File: src/cpuPkg.sv
package cpuPkg;

  //////////////////////////////////////////////////
  // ISA widths and constants
  //////////////////////////////////////////////////
  localparam int NUM_REGS     = 16;  // Architectural register count
  localparam int BRANCH_IMM_W = 9;   // Branch offset field, in halfwords

  // Flag bit positions, Z on top
  localparam int FLAG_Z = 2;
  localparam int FLAG_V = 1;
  localparam int FLAG_N = 0;

  typedef logic [15:0] word_t;   // Data, instruction or address word
  typedef logic [3:0]  regId_t;  // Register number
  typedef logic [3:0]  aluOp_t;  // ALU operation select
  typedef logic [2:0]  flags_t;  // {Z, V, N}

  localparam word_t RESET_PC = 16'h0000;  // First fetch address

  //////////////////////////////////////////////////
  // Instruction encodings
  //////////////////////////////////////////////////
  typedef enum logic [3:0] {
    ADD    = 4'h0,
    SUB    = 4'h1,
    XOR    = 4'h2,
    RED    = 4'h3,
    SLL    = 4'h4,
    SRA    = 4'h5,
    ROR    = 4'h6,
    PADDSB = 4'h7,
    LW     = 4'h8,
    SW     = 4'h9,
    LLB    = 4'hA,
    LHB    = 4'hB,
    B      = 4'hC,
    BR     = 4'hD,
    PCS    = 4'hE,
    HLT    = 4'hF
  } opcode_t;

  // Branch condition codes, bits [11:9] of B and BR
  typedef enum logic [2:0] {
    NEQ    = 3'd0,  // Z clear
    EQ     = 3'd1,  // Z set
    GT     = 3'd2,  // Z and N clear
    LT     = 3'd3,  // N set
    GTE    = 3'd4,
    LTE    = 3'd5,
    OVFL   = 3'd6,  // V set
    UNCOND = 3'd7
  } cond_t;

  // Fetch FSM states
  typedef enum logic [1:0] {
    IDLE,
    REQ,
    HALTED
  } fetchState_t;

endpackage

File: src/branchControl.sv
`timescale 1ns/1ps

module branchControl (
  input  cpuPkg::cond_t                  cond,
  input  logic [cpuPkg::BRANCH_IMM_W-1:0] imm,     // Offset in halfwords
  input  cpuPkg::flags_t                 flags,
  input  cpuPkg::word_t                  rsData,  // BR target register
  input  cpuPkg::word_t                  pcNext,
  input  logic                           isBranch,
  input  logic                           isBr,
  output logic                           branchTaken,
  output cpuPkg::word_t                  branchTarget
);
  import cpuPkg::*;

  logic  z, v, n;
  logic  condMet;
  word_t offset;  // Sign-extended imm, times two

  assign z = flags[FLAG_Z];
  assign v = flags[FLAG_V];
  assign n = flags[FLAG_N];

  always_comb begin
    case (cond)
      NEQ:     condMet = !z;
      EQ:      condMet = z;
      GT:      condMet = !z && !n;
      LT:      condMet = n;
      GTE:     condMet = z || (!z && !n);
      LTE:     condMet = z || n;
      OVFL:    condMet = v;
      default: condMet = 1'b1;  // UNCOND
    endcase
  end

  assign offset = {{(15 - BRANCH_IMM_W){imm[BRANCH_IMM_W-1]}}, imm, 1'b0};

  // Only a branch opcode can be taken
  assign branchTaken = isBranch && condMet;

  // Non-branches fall through to pcNext
  assign branchTarget = !isBranch ? pcNext :
                        isBr      ? rsData :
                                    pcNext + offset;

endmodule

File: src/controlUnit.sv
`timescale 1ns/1ps

module controlUnit (
  input  cpuPkg::opcode_t opcode,
  output logic            aluSrc,     // Immediate as second ALU operand
  output logic            memToReg,   // Write back memory data
  output logic            regWrite,
  output logic            regSrc,     // LLB/LHB, rd read as source 1
  output logic            memEnable,
  output logic            memWrite,
  output logic            isBranch,   // B or BR
  output logic            hlt,
  output logic            pcs,
  output logic            zEn,        // Update Z flag
  output logic            nvEn,       // Update N and V flags
  output cpuPkg::aluOp_t  aluOp
);
  import cpuPkg::*;

  always_comb begin
    // Defaults describe a no-op
    aluSrc    = 1'b0;
    memToReg  = 1'b0;
    regWrite  = 1'b0;
    regSrc    = 1'b0;
    memEnable = 1'b0;
    memWrite  = 1'b0;
    isBranch  = 1'b0;
    hlt       = 1'b0;
    pcs       = 1'b0;
    zEn       = 1'b0;
    nvEn      = 1'b0;
    aluOp     = opcode;  // ALU code tracks opcode for arith/logic

    case (opcode)
      ADD, SUB, XOR: begin
        regWrite = 1'b1;
        zEn      = 1'b1;
        nvEn     = 1'b1;  // Only these three touch N and V
      end
      RED: begin
        regWrite = 1'b1;
        zEn      = 1'b1;
      end
      SLL, SRA, ROR: begin  // Shift amount is imm4
        regWrite = 1'b1;
        aluSrc   = 1'b1;
        zEn      = 1'b1;
      end
      PADDSB: regWrite = 1'b1;  // No flag update
      LW: begin
        aluSrc    = 1'b1;
        memToReg  = 1'b1;
        regWrite  = 1'b1;
        memEnable = 1'b1;
        aluOp     = ADD;  // Base plus offset
      end
      SW: begin
        aluSrc    = 1'b1;
        memEnable = 1'b1;
        memWrite  = 1'b1;
        aluOp     = ADD;
      end
      LLB, LHB: begin
        regSrc   = 1'b1;
        aluSrc   = 1'b1;
        regWrite = 1'b1;
      end
      B, BR: isBranch = 1'b1;
      PCS: begin
        regWrite = 1'b1;
        pcs      = 1'b1;
        aluOp    = ADD;
      end
      default: hlt = 1'b1;  // HLT
    endcase
  end

endmodule

File: src/decode.sv
`timescale 1ns/1ps

module decode (
  input  logic           clk,
  input  logic           arstN,
  input  logic           idValid,
  input  cpuPkg::word_t  idInst,
  input  cpuPkg::word_t  idPcNext,
  input  cpuPkg::flags_t flags,
  input  logic           wbRegWrite,   // Write-back port
  input  cpuPkg::regId_t wbRegRd,
  input  cpuPkg::word_t  wbRegData,
  output cpuPkg::regId_t srcReg1,
  output cpuPkg::regId_t srcReg2,
  output cpuPkg::regId_t regRd,
  output cpuPkg::word_t  aluIn1,
  output cpuPkg::word_t  aluIn2,
  output cpuPkg::word_t  memWriteData,
  output cpuPkg::aluOp_t aluOp,
  output logic           aluSrc,
  output logic           zEn,
  output logic           nvEn,
  output logic           memEnable,
  output logic           memWrite,
  output logic           regWrite,
  output logic           memToReg,
  output logic           hlt,
  output logic           pcs,
  output logic           redirect,     // Taken branch, predicted not taken
  output logic           halt,
  output cpuPkg::word_t  redirectPc
);
  import cpuPkg::*;

  opcode_t opcode;
  regId_t  rd, rs, rt;
  logic    regSrc, isBranch, branchTaken;
  logic    cuMemEnable, cuMemWrite, cuRegWrite, cuZEn, cuNvEn, cuHlt, cuPcs;
  word_t   srcData1, srcData2;
  word_t   immExt, aluImm;

  //////////////////////////////////////////////////
  // Field split
  //////////////////////////////////////////////////
  assign opcode = opcode_t'(idInst[15:12]);
  assign rd     = idInst[11:8];
  assign rs     = idInst[7:4];
  assign rt     = idInst[3:0];
  assign regRd  = rd;

  controlUnit uCtrl (
    .opcode(opcode), .aluSrc(aluSrc), .memToReg(memToReg), .regWrite(cuRegWrite),
    .regSrc(regSrc), .memEnable(cuMemEnable), .memWrite(cuMemWrite), .isBranch(isBranch),
    .hlt(cuHlt), .pcs(cuPcs), .zEn(cuZEn), .nvEn(cuNvEn), .aluOp(aluOp)
  );

  // Source 1 is rd for LLB/LHB, source 2 is rd for SW
  assign srcReg1 = regSrc ? rd : rs;
  assign srcReg2 = cuMemWrite ? rd : rt;

  registerFile uRegs (
    .clk(clk), .arstN(arstN), .srcReg1(srcReg1), .srcReg2(srcReg2),
    .dstReg(wbRegRd), .writeReg(wbRegWrite), .dstData(wbRegData),
    .srcData1(srcData1), .srcData2(srcData2)
  );

  // Cond in [11:9], offset in [8:0]
  branchControl uBranch (
    .cond(cond_t'(idInst[11:9])), .imm(idInst[BRANCH_IMM_W-1:0]), .flags(flags),
    .rsData(srcData1), .pcNext(idPcNext), .isBranch(isBranch), .isBr(opcode == BR),
    .branchTaken(branchTaken), .branchTarget(redirectPc)
  );

  //////////////////////////////////////////////////
  // Operands
  //////////////////////////////////////////////////
  assign immExt = cuMemEnable ? {{12{idInst[3]}}, idInst[3:0]}  // LW/SW offset
                              : {12'h000, idInst[3:0]};
  assign aluImm       = regSrc ? {8'h00, idInst[7:0]} : immExt;
  assign aluIn1       = srcData1;
  assign aluIn2       = aluSrc ? aluImm : srcData2;
  assign memWriteData = srcData2;  // rd value for SW

  // Enables only count in a valid cycle
  assign regWrite  = idValid && cuRegWrite;
  assign memEnable = idValid && cuMemEnable;
  assign memWrite  = idValid && cuMemWrite;
  assign zEn       = idValid && cuZEn;
  assign nvEn      = idValid && cuNvEn;
  assign pcs       = idValid && cuPcs;
  assign hlt       = idValid && cuHlt;   // Travels on to write-back
  assign halt      = idValid && cuHlt;   // Stops fetch
  assign redirect  = idValid && branchTaken;

endmodule

File: src/fetchUnit.sv
`timescale 1ns/1ps

module fetchUnit (
  input  logic          clk,
  input  logic          arstN,
  output logic          wbCyc,
  output logic          wbStb,
  output cpuPkg::word_t wbAdr,
  input  cpuPkg::word_t wbDatI,
  input  logic          wbAck,
  input  logic          redirect,     // Mispredict from decode
  input  logic          halt,         // HLT seen in decode
  input  cpuPkg::word_t redirectPc,
  output logic          fetchValid,   // One pulse per accepted ack
  output cpuPkg::word_t fetchInst,
  output cpuPkg::word_t fetchPcNext
);
  import cpuPkg::*;

  fetchState_t state;
  word_t       pc;
  word_t       pendPc;    // Redirect target seen mid-cycle
  logic        dropPend;  // Data of cycle in flight is stale
  logic        haltPend;

  assign wbCyc       = (state == REQ);
  assign wbStb       = (state == REQ);  // Classic, single beat
  assign wbAdr       = pc;
  assign fetchInst   = wbDatI;  // Sampled by the buffer on the ack edge
  assign fetchPcNext = pc + 16'd2;
  assign fetchValid  = wbCyc && wbAck && !redirect && !halt && !dropPend && !haltPend;

  //////////////////////////////////////////////////
  // Fetch FSM
  //////////////////////////////////////////////////
  always_ff @(posedge clk or negedge arstN) begin
    if (!arstN) begin
      state    <= IDLE;
      pc       <= RESET_PC;
      dropPend <= 1'b0;
      haltPend <= 1'b0;
    end else begin
      case (state)
        IDLE: begin
          if (halt) begin
            state <= HALTED;
          end else begin
            state <= REQ;                    // Next request
            if (redirect) pc <= redirectPc;
          end
        end
        REQ: begin
          if (wbAck) begin
            dropPend <= 1'b0;
            haltPend <= 1'b0;
            if (halt || haltPend) state <= HALTED;  // Data discarded
            else begin
              state <= IDLE;                        // cyc drops here
              if (redirect)      pc <= redirectPc;
              else if (dropPend) pc <= pendPc;
              else               pc <= fetchPcNext;
            end
          end else begin
            if (halt)     haltPend <= 1'b1;  // Finish cycle first
            if (redirect) dropPend <= 1'b1;
          end
        end
        default: state <= HALTED;  // Stays until reset
      endcase
    end
  end

  always_ff @(posedge clk) begin
    if (state == REQ && !wbAck && redirect) pendPc <= redirectPc;
  end

endmodule

File: src/frontEnd.sv
`timescale 1ns/1ps

module frontEnd (
  input  logic           clk,
  input  logic           arstN,
  output logic           wbCyc,        // Wishbone instruction master
  output logic           wbStb,
  output cpuPkg::word_t  wbAdr,
  input  cpuPkg::word_t  wbDatI,
  input  logic           wbAck,
  input  logic           wbRegWrite,   // Write-back from later stages
  input  cpuPkg::regId_t wbRegRd,
  input  cpuPkg::word_t  wbRegData,
  input  cpuPkg::flags_t flags,
  output logic           idValid,      // Qualifies every decode output
  output cpuPkg::regId_t srcReg1,
  output cpuPkg::regId_t srcReg2,
  output cpuPkg::regId_t regRd,
  output cpuPkg::word_t  aluIn1,
  output cpuPkg::word_t  aluIn2,
  output cpuPkg::word_t  memWriteData,
  output cpuPkg::aluOp_t aluOp,
  output logic           aluSrc,
  output logic           zEn,
  output logic           nvEn,
  output logic           memEnable,
  output logic           memWrite,
  output logic           regWrite,
  output logic           memToReg,
  output logic           hlt,
  output logic           pcs,
  output logic           halt
);
  import cpuPkg::*;

  logic  fetchValid, redirect;
  word_t fetchInst, fetchPcNext, idInst, idPcNext, redirectPc;

  fetchUnit uFetch (
    .clk(clk), .arstN(arstN), .wbCyc(wbCyc), .wbStb(wbStb), .wbAdr(wbAdr),
    .wbDatI(wbDatI), .wbAck(wbAck), .redirect(redirect), .halt(halt),
    .redirectPc(redirectPc), .fetchValid(fetchValid), .fetchInst(fetchInst),
    .fetchPcNext(fetchPcNext)
  );

  // Mispredict flushes the entry on the same edge as the redirect
  ifIdBuffer uIfId (
    .clk(clk), .arstN(arstN), .load(fetchValid), .flush(redirect), .inst(fetchInst),
    .pcNext(fetchPcNext), .idValid(idValid), .idInst(idInst), .idPcNext(idPcNext)
  );

  decode uDecode (
    .clk(clk), .arstN(arstN), .idValid(idValid), .idInst(idInst), .idPcNext(idPcNext),
    .flags(flags), .wbRegWrite(wbRegWrite), .wbRegRd(wbRegRd), .wbRegData(wbRegData),
    .srcReg1(srcReg1), .srcReg2(srcReg2), .regRd(regRd), .aluIn1(aluIn1),
    .aluIn2(aluIn2), .memWriteData(memWriteData), .aluOp(aluOp), .aluSrc(aluSrc),
    .zEn(zEn), .nvEn(nvEn), .memEnable(memEnable), .memWrite(memWrite),
    .regWrite(regWrite), .memToReg(memToReg), .hlt(hlt), .pcs(pcs),
    .redirect(redirect), .halt(halt), .redirectPc(redirectPc)
  );

endmodule

File: src/ifIdBuffer.sv
`timescale 1ns/1ps

module ifIdBuffer (
  input  logic          clk,
  input  logic          arstN,
  input  logic          load,      // fetchValid
  input  logic          flush,     // Mispredict kills the entry
  input  cpuPkg::word_t inst,
  input  cpuPkg::word_t pcNext,
  output logic          idValid,
  output cpuPkg::word_t idInst,
  output cpuPkg::word_t idPcNext
);

  // Valid lasts one cycle unless reloaded, flush has priority
  always_ff @(posedge clk or negedge arstN) begin
    if (!arstN) begin
      idValid <= 1'b0;
    end else begin
      idValid <= load && !flush;
    end
  end

  // Payload only, qualified by idValid
  always_ff @(posedge clk) begin
    if (load) begin
      idInst   <= inst;
      idPcNext <= pcNext;
    end
  end

endmodule

File: src/registerFile.sv
`timescale 1ns/1ps

module registerFile (
  input  logic           clk,
  input  logic           arstN,
  input  cpuPkg::regId_t srcReg1,
  input  cpuPkg::regId_t srcReg2,
  input  cpuPkg::regId_t dstReg,
  input  logic           writeReg,
  input  cpuPkg::word_t  dstData,
  output cpuPkg::word_t  srcData1,
  output cpuPkg::word_t  srcData2
);
  import cpuPkg::*;

  word_t regs [NUM_REGS];

  // R0 is never written, so it keeps its reset value
  always_ff @(posedge clk or negedge arstN) begin
    if (!arstN) begin
      for (int i = 0; i < NUM_REGS; i++) regs[i] <= '0;
    end else if (writeReg && dstReg != '0) begin
      regs[dstReg] <= dstData;
    end
  end

  // One read port with write-through
  function automatic word_t readPort(regId_t idx);
    if (idx == '0) return '0;                          // Hardwired zero
    if (writeReg && dstReg == idx) return dstData;     // Same-cycle write
    return regs[idx];
  endfunction

  assign srcData1 = readPort(srcReg1);
  assign srcData2 = readPort(srcReg2);

endmodule

File: config.mk
export PLATFORM = sky130hd
export DESIGN_NAME = frontEnd
export DESIGN_NICKNAME = d
export VERILOG_FILES = /design/src/cpuPkg.sv /design/src/branchControl.sv /design/src/controlUnit.sv /design/src/decode.sv /design/src/fetchUnit.sv /design/src/frontEnd.sv /design/src/ifIdBuffer.sv /design/src/registerFile.sv
export SDC_FILE = /design/constraint.sdc
export NUM_CORES = 1
export LEC_CHECK = 0
export ABC_CLOCK_PERIOD_IN_PS = 4000
export BUFFER_PORTS_ARGS = -buffer_cell sky130_fd_sc_hd__buf_4
export CORE_MARGIN = 2
export CORE_UTILIZATION = 45
export DETAILED_ROUTE_END_ITERATION = 8
export REMOVE_ABC_BUFFERS = 1
export SLEW_MARGIN = 20
export SYNTH_ARGS = -nofsm -noshare
export SYNTH_HDL_FRONTEND = slang
export SYNTH_HIERARCHICAL = 1
export SYNTH_SLANG_ARGS = --single-unit
File: constraint.sdc
create_clock -name clk -period 4 [get_ports clk]
set_input_delay 0.4 -clock clk [delete_from_list [all_inputs] [get_ports clk]]
set_output_delay 0.4 -clock clk [all_outputs]
set_load 0.03 [all_outputs]
### After elaboration in Yosys (flattened, before gate mapping)

Index checks and enable logic that the tools add are counted.

| word-level totals | value |
|---|---|
| bits in registers | 325 |
| word-level logic and storage cells | 171 |

| operators by class | value |
|---|---|
| equality and inequality tests | 27 |
| add/subtract/negate cells | 2 |
| $lt $le $gt $ge | 4 |
| bitwise gates (word level) | 3 |
| muxes and demuxes | 58 |
| reduce and logical (&&, ||, !) cells | 53 |

Operator list:

| cell | count |
|---|---|
| 2-to-1 mux 16 bit | 24 |
| bitwise mux 256 bit | 1 |
| binary-select mux 16 bit (select 4 bit) | 2 |
| demux 16 bit (select 4 bit) | 1 |
| one-hot mux 16 bit (2 select lines) | 1 |
| equality test 4 bit, second input constant | 7 |
| logical AND 1 bit | 22 |
| 2-to-1 mux 1 bit | 21 |
| adder 16 bit | 1 |
| adder 16 x 2 -> 16 bit, second input constant | 1 |
| equality test 4 x 3 -> 1 bit, second input constant | 4 |
| greater-or-equal comparator 5 bit, second input constant | 3 |
| inverter 4 -> 5 bit | 3 |
| OR reduction 15 bit | 1 |
| OR reduction 7 bit | 2 |
| logical NOT 4 bit | 3 |
| 2-to-1 mux 4 bit | 3 |
| OR reduction 12 bit | 1 |
| equality test 3 bit, second input constant | 3 |
| equality test 4 x 2 -> 1 bit, second input constant | 2 |
| equality test 4 bit | 2 |
| logical NOT 1 bit | 7 |
| one-hot mux 1 bit (7 select lines) | 1 |
| equality test 3 x 2 -> 1 bit, second input constant | 2 |
| 17 further kinds | 29 |

### Logic depth before layout (Yosys ltp)

| logic depth | value |
|---|---|
| word-level depth | 16 |
| gate-level depth with buffers | 19 |
| depth with buffers taken out | 14 |

### By module

The synthesis kept the hierarchy.

By module, submodules not included:

| module | cells each | instances | sequential area each (sq um) | area an instance (sq um) |
|---|---|---|---|---|
| registerFile | 1048 | 1 | 6406.1 | 14052.2 |
| fetchUnit | 223 | 1 | 980.9 | 2155.8 |
| ifIdBuffer | 34 | 1 | 985.9 | 999.7 |
| branchControl | 150 | 1 | 0.0 | 998.5 |
| decode | 59 | 1 | 0.0 | 440.4 |
| controlUnit | 25 | 1 | 0.0 | 191.4 |

### Worst setup path before layout

Ideal clock, no wire load.

| timing | value |
|---|---|
| path type | flip-flop to output port |
| from | reg uIfId.idInst[13] |
| to | out aluIn2[13] |
| data arrival time | 4.087 ns |
| cell stages (with the launch flop) | 14 |
| setup slack | -0.487 ns |
| path through | edfxtp_1 > buf_6 > nor3b_4 > and2_1 > mux2_2 > buf_6 > or3b_2 > buf_2 > buf_6 > o22ai_1 > a211oi_1 > a31oi_1 > inv_1 > o21ai_0 |

RTL lines:

| element | line | text |
|---|---|---|
| start: declaration | ifIdBuffer.sv:11 | `output cpuPkg::word_t idInst,` |
| start signal: assignment | ifIdBuffer.sv:27 | `idInst <= inst;` |
| equality test 4 bit | controlUnit.sv:35 | `case (opcode)` |
| OR reduction 2 bit (no line) (*) | - |  |
| 2-to-1 mux 1 bit (*) | controlUnit.sv:35 |  |
| net uDecode.cuMemEnable | decode.sv:38 | `logic cuMemEnable, cuMemWrite, cuRegWrite, cuZEn, cuNvEn, cuHlt, cuPcs;` |
| 2-to-1 mux 16 bit (*) | decode.sv:77 | `assign immExt = cuMemEnable ? {{12{idInst[3]}}, idInst[3:0]}` |
| 2-to-1 mux 16 bit (*) | decode.sv:79 | `assign aluImm = regSrc ? {8'h00, idInst[7:0]} : immExt;` |
| 2-to-1 mux 16 bit (*) | decode.sv:81 | `assign aluIn2 = aluSrc ? aluImm : srcData2;` |
| end: declaration | frontEnd.sv:20 | `output cpuPkg::word_t aluIn2,` |

Mark *: on every way through the listed nets, which the timed path passes. The rest lies on a longest branch. The select of a mux whose other input is x is not followed.

### Worst setup path after layout

| timing | value |
|---|---|
| from | reg uIfId.idInst[13] |
| to | out aluIn1[12] |

| on the way | value |
|---|---|
| longest elaborated chain between the ends | 10 |

Ends and longest elaborated chain:

| element | line | text |
|---|---|---|
| equality test 4 bit | controlUnit.sv:35 |  |
| OR reduction 2 bit (*) | - |  |
| 2-to-1 mux 1 bit (*) | controlUnit.sv:35 |  |
| net uDecode.regSrc | decode.sv:37 | `logic regSrc, isBranch, branchTaken;` |
| 2-to-1 mux 4 bit (*) | decode.sv:58 | `assign srcReg1 = regSrc ? rd : rs;` |
| inverter 4 -> 5 bit (not written as such) or equality test 4 bit (tied branches) | registerFile.sv:31, registerFile.sv:30 |  |
| binary-select mux 16 bit (select 4 bit) or logical AND 1 bit (tied branches) | registerFile.sv:31, registerFile.sv:30 |  |
| 2-to-1 mux 16 bit (not written as such) or 2-to-1 mux 1 bit (tied branches) (2 in a row) | registerFile.sv:31, registerFile.sv:30 |  |
| 2-to-1 mux 16 bit | registerFile.sv:31 | `return regs[idx];` |
| 2-to-1 mux 16 bit (*) | registerFile.sv:30 | `if (writeReg && dstReg == idx) return dstData;` |
| end: declaration | frontEnd.sv:19 | `output cpuPkg::word_t aluIn1,` |

Marked as above.

==> summary.md <==
| Metric | Value |
|---|---|
| Run status | finished clean |
| Worst slack at placement | 0.141 ns |
| Detailed-route DRC error count | 0 |
| Starting DRT DRC Count | 1194 |
| Fraction of registers with async set or reset after synthesis | 85.2% |
| Combined global-route utilization of all metal layers | 27.8% |
| Leading cell type in the layout, fill and taps excluded | sky130_fd_sc_hd__dfrtp_1 |
| Final setup violating endpoints | 0 |
| Area added between synthesis and finish | 18.3% |
| Post-detailed-placement half-perimeter wirelength | 40400 microns |
| Total design power | 13.0 mW |
| Proportion of synthesized chip area in sequential cells | 44.4% |
| Number of cell rows | 74 |
| Post-synth EDFFs | 48 |
| Fin cells | 2231 |
| Clock-pin transition on the worst setup and hold timing paths | 0.06 ns |
| Number of top-level design ports | 136 |
| Filler cell count in the final layout | 3517 |
| CTS H-Tree Depth | 2 |
| Sinks on Clock Net | 325 |
| First drt pass iteration count | 5 |
| Floorplan core area | 0.0411 sq mm |
| Vias per std cell | 6.35 |
| Arrival time at the worst endpoint | 3.54 ns |
| Max capacitance violation total | 0 |
| Type of the most critical hold path | in2reg |
| Post-synthesis instance total | 1539 |
| Share of the core filled with cells in the final layout | 54.2% |
| Insertion delay of the later-clocked pin in the worst-skew pair | 0.56 ns |
| Least-Margin Pin Slew | 0.928 ns |
| Global-route wire length before repair | 90100 microns |
| Worst IR Drop VDD | 0.000284 V |
| Headroom to the max-slew limit | 38.0% |
| Distinct cell type count after synthesis | 80 |
| Max Fclk | 0.254 GHz |
| Total number of nets in the final design | 1730 |
| Buffers from clock root to sink, at most | 3 |
| Die extent in x | 209 microns |
| Setup Skew | 0.0225 ns |
| Die area | 0.0435 sq mm |
| Synth top area share | 36.8% |
| Synthesis-stage register bit count | 325 |
| Startpoint type of the worst setup path | flop |
| Effective utilization at floorplan | 45.8% |
| Max Slew Vio Count | 0 |
| Power per cell area | 583 mW/mm^2 |
| Post-detailed-route wirelength per cell | 27.6 microns |
| Setup Crit Path Kind | reg2out |
| Minimum setup slack in the final design | 0.0608 ns |
| Final worst path period share | 98.5% |
| Vias after detailed routing | 14200 |
| Height of the chip | 209 microns |
| Count of antenna-violating nets left after detailed routing | 0 |
| Most used flip-flop cell after synthesis | sky130_fd_sc_hd__dfrtp_1 |
| Num CTS Buffers | 38 |
| Remaining global-route overflow | 0 |
| Post-detailed-routing wire length | 61500 microns |
| Number of buffers added on ports | 135 |
| Endpoints failing hold | 0 |
| Crit Path Max Fanout | 12 |
| Vias in the first global route | 14100 |
| Antenna violations before repair | 1 |
| Syn_area_per_cell | 12.2 sq um |
| Share of post-route cells with drive strength above 1 | 42.1% |
| Clock tree from TritonCTS | built |
| Setup repair after global routing missed its margin | true |
| Final GP Congestion | 0.863 |
| Synth Warn # | 6 |
| Placed Cells | 2139 |
| Largest cells by area after synthesis | sky130_fd_sc_hd__dfrtp_1, sky130_fd_sc_hd__mux2_2, sky130_fd_sc_hd__edfxtp_1, sky130_fd_sc_hd__mux4_2, sky130_fd_sc_hd__mux2i_1 |
| Cell taking the most area after synthesis | sky130_fd_sc_hd__dfrtp_1 |
| Clock Root Buffer | sky130_fd_sc_hd__clkbuf_16 |
| Synth Cell Area | 0.0188 sq mm |
| Leakage power figure | 9.40 nW |
| Data required time of the critical path | 3.60 ns |
| Top library cells by usage in the layout, fill and taps aside | sky130_fd_sc_hd__dfrtp_1, sky130_fd_sc_hd__mux2_2, sky130_fd_sc_hd__buf_4 |
| Kind of end point of the critical path | output port |
| Pin count of the biggest net entering global routing | 105 |
| Time the final worst path needs with I/O delays and setup | 3.94 ns |
-- Yosys cell counts (24+ instances only) --
library cell               count
sky130_fd_sc_hd__buf_2        44
sky130_fd_sc_hd__nand3_1      44
sky130_fd_sc_hd__nor2_1       40
sky130_fd_sc_hd__mux2i_1     131
sky130_fd_sc_hd__dfrtp_1     277
sky130_fd_sc_hd__nand2_1      40
sky130_fd_sc_hd__a211oi_1     39
sky130_fd_sc_hd__o31ai_1      36
sky130_fd_sc_hd__mux2_2      251
sky130_fd_sc_hd__buf_4        40
sky130_fd_sc_hd__o22ai_1      71
sky130_fd_sc_hd__edfxtp_1     48
sky130_fd_sc_hd__mux4_2       64
sky130_fd_sc_hd__a21oi_1      50
sky130_fd_sc_hd__clkbuf_1     59
sky130_fd_sc_hd__o21ai_0      24
sky130_fd_sc_hd__a31oi_1      38
-- registers in the layout, indices dropped and copies added, names as in the netlist --
name                count
uDecode/uRegs/regs    256
uFetch/dropPend         1
uFetch/haltPend         1
uFetch/pendPc          16
uFetch/state            2
uFetch/wbAdr           16
uIfId/idInst           16
uIfId/idPcNext         16
uIfId/idValid           1
-- report_power, final --
| group | internal, mW | switching [mW] | total (mW) |
|---|---|---|---|
| clock network | 2.18 | 1.41 | 3.59 |
| registers | 4.10 | 0.649 | 4.75 |
| logic | 2.15 | 2.49 | 4.65 |
| total | 8.43 | 4.56 | 13.0 |
-- what timing repair did --
action                                 in CTS  in global routing
pin swaps                                   3                 10
endpoints found under the hold margin      85                  0
gates resized for setup                    40                 30
setup buffers                               7                 13
hold buffers                                1                  0
cloned                                      1                  2
setup endpoints to repair                  45                 24
-- worst max-delay path, stage by stage (launching register included) --
cell and delay, ns:
sky130_fd_sc_hd__edfxtp_1 0.40, sky130_fd_sc_hd__buf_4 0.20, sky130_fd_sc_hd__and3b_4 0.33, sky130_fd_sc_hd__mux2_4 0.41, sky130_fd_sc_hd__or3b_1 0.41, sky130_fd_sc_hd__buf_4 0.21
sky130_fd_sc_hd__o22ai_1 0.27, sky130_fd_sc_hd__a211oi_1 0.10, sky130_fd_sc_hd__a31oi_2 0.32, sky130_fd_sc_hd__buf_4 0.18, sky130_fd_sc_hd__buf_4 0.15
-- cells by family after synthesis --
kind of cell / share of synthesized area (%)
AO/OA/AOI/OAI: 10.7
adder cells (fa/ha/maj): 1.10
flip-flops: 44.4
XOR/XNOR: 1.12
buffers and inverters: 5.54
multiplexers: 30.0
AND/OR/NAND/NOR: 7.09
-- final cells by class --
type | instances | area (sq um) | share of cell area (%)
sequential | 325 | 8370 | 37.6
inverter | 22 | 82.6 | 0.371
clock buffer | 59 | 1190 | 5.36
clock inverter | 8 | 93.8 | 0.421
tap | 532 | 666 | 2.99
antenna | 1 | 2.50 | 0.0112
multi-input combinational | 1028 | 9780 | 43.9
timing repair buffer | 256 | 2100 | 9.40
-- metal layers --
metal | track usage, % | wire [microns] | share of wire (%) | vias to the layer above
met3 | 5.08 | 4270 | 6.9 | 174
met4 | 13.6 | 3090 | 5.0 | 0
met5 | 0 | 0 | 0 | -
met1 | 37.4 | 25900 | 42 | 7299
li1 | - | - | - | 6093
met2 | 43.5 | 28200 | 46 | 601
-- through the flow --
stage	hold WS (ns)	TNS, ns	cell area, sq um
2_1_floorplan	0.104	-49.84	17900
3_3_place_gp	0.385	0	20400
3_5_place_dp	0.388	0	20400
4_1_cts	0.00801	-0.00285	22000
5_1_grt	0.0193	-0.0283	22300
6_report	0.0285	0	22300
-- worst paths after layout --
path / start / endpoint / slack (ns) / cells past startpoint
max: uIfId/idInst[13]$_DFFE_PP_ / aluIn1[12] / 0.06 / 10
min: wbDatI[15] / uIfId/idInst[15]$_DFFE_PP_ / 0.03 / 1
max reg2reg: uIfId/idInst[13]$_DFFE_PP_ / uFetch/wbAdr[14]$_DFFE_PN0P_ / 0.29 / 16
min reg2reg: uDecode/uRegs/regs[254]$_DFFE_PN0P_ / uDecode/uRegs/regs[254]$_DFFE_PN0P_ / 0.40 / 0
max in group asynchronous: arstN / uDecode/uRegs/regs[171]$_DFFE_PN0P_ / 2.53 / 3
min in group asynchronous: arstN / uDecode/uRegs/regs[68]$_DFFE_PN0P_ / 0.43 / 2
(Power assumes the default switching activity.)
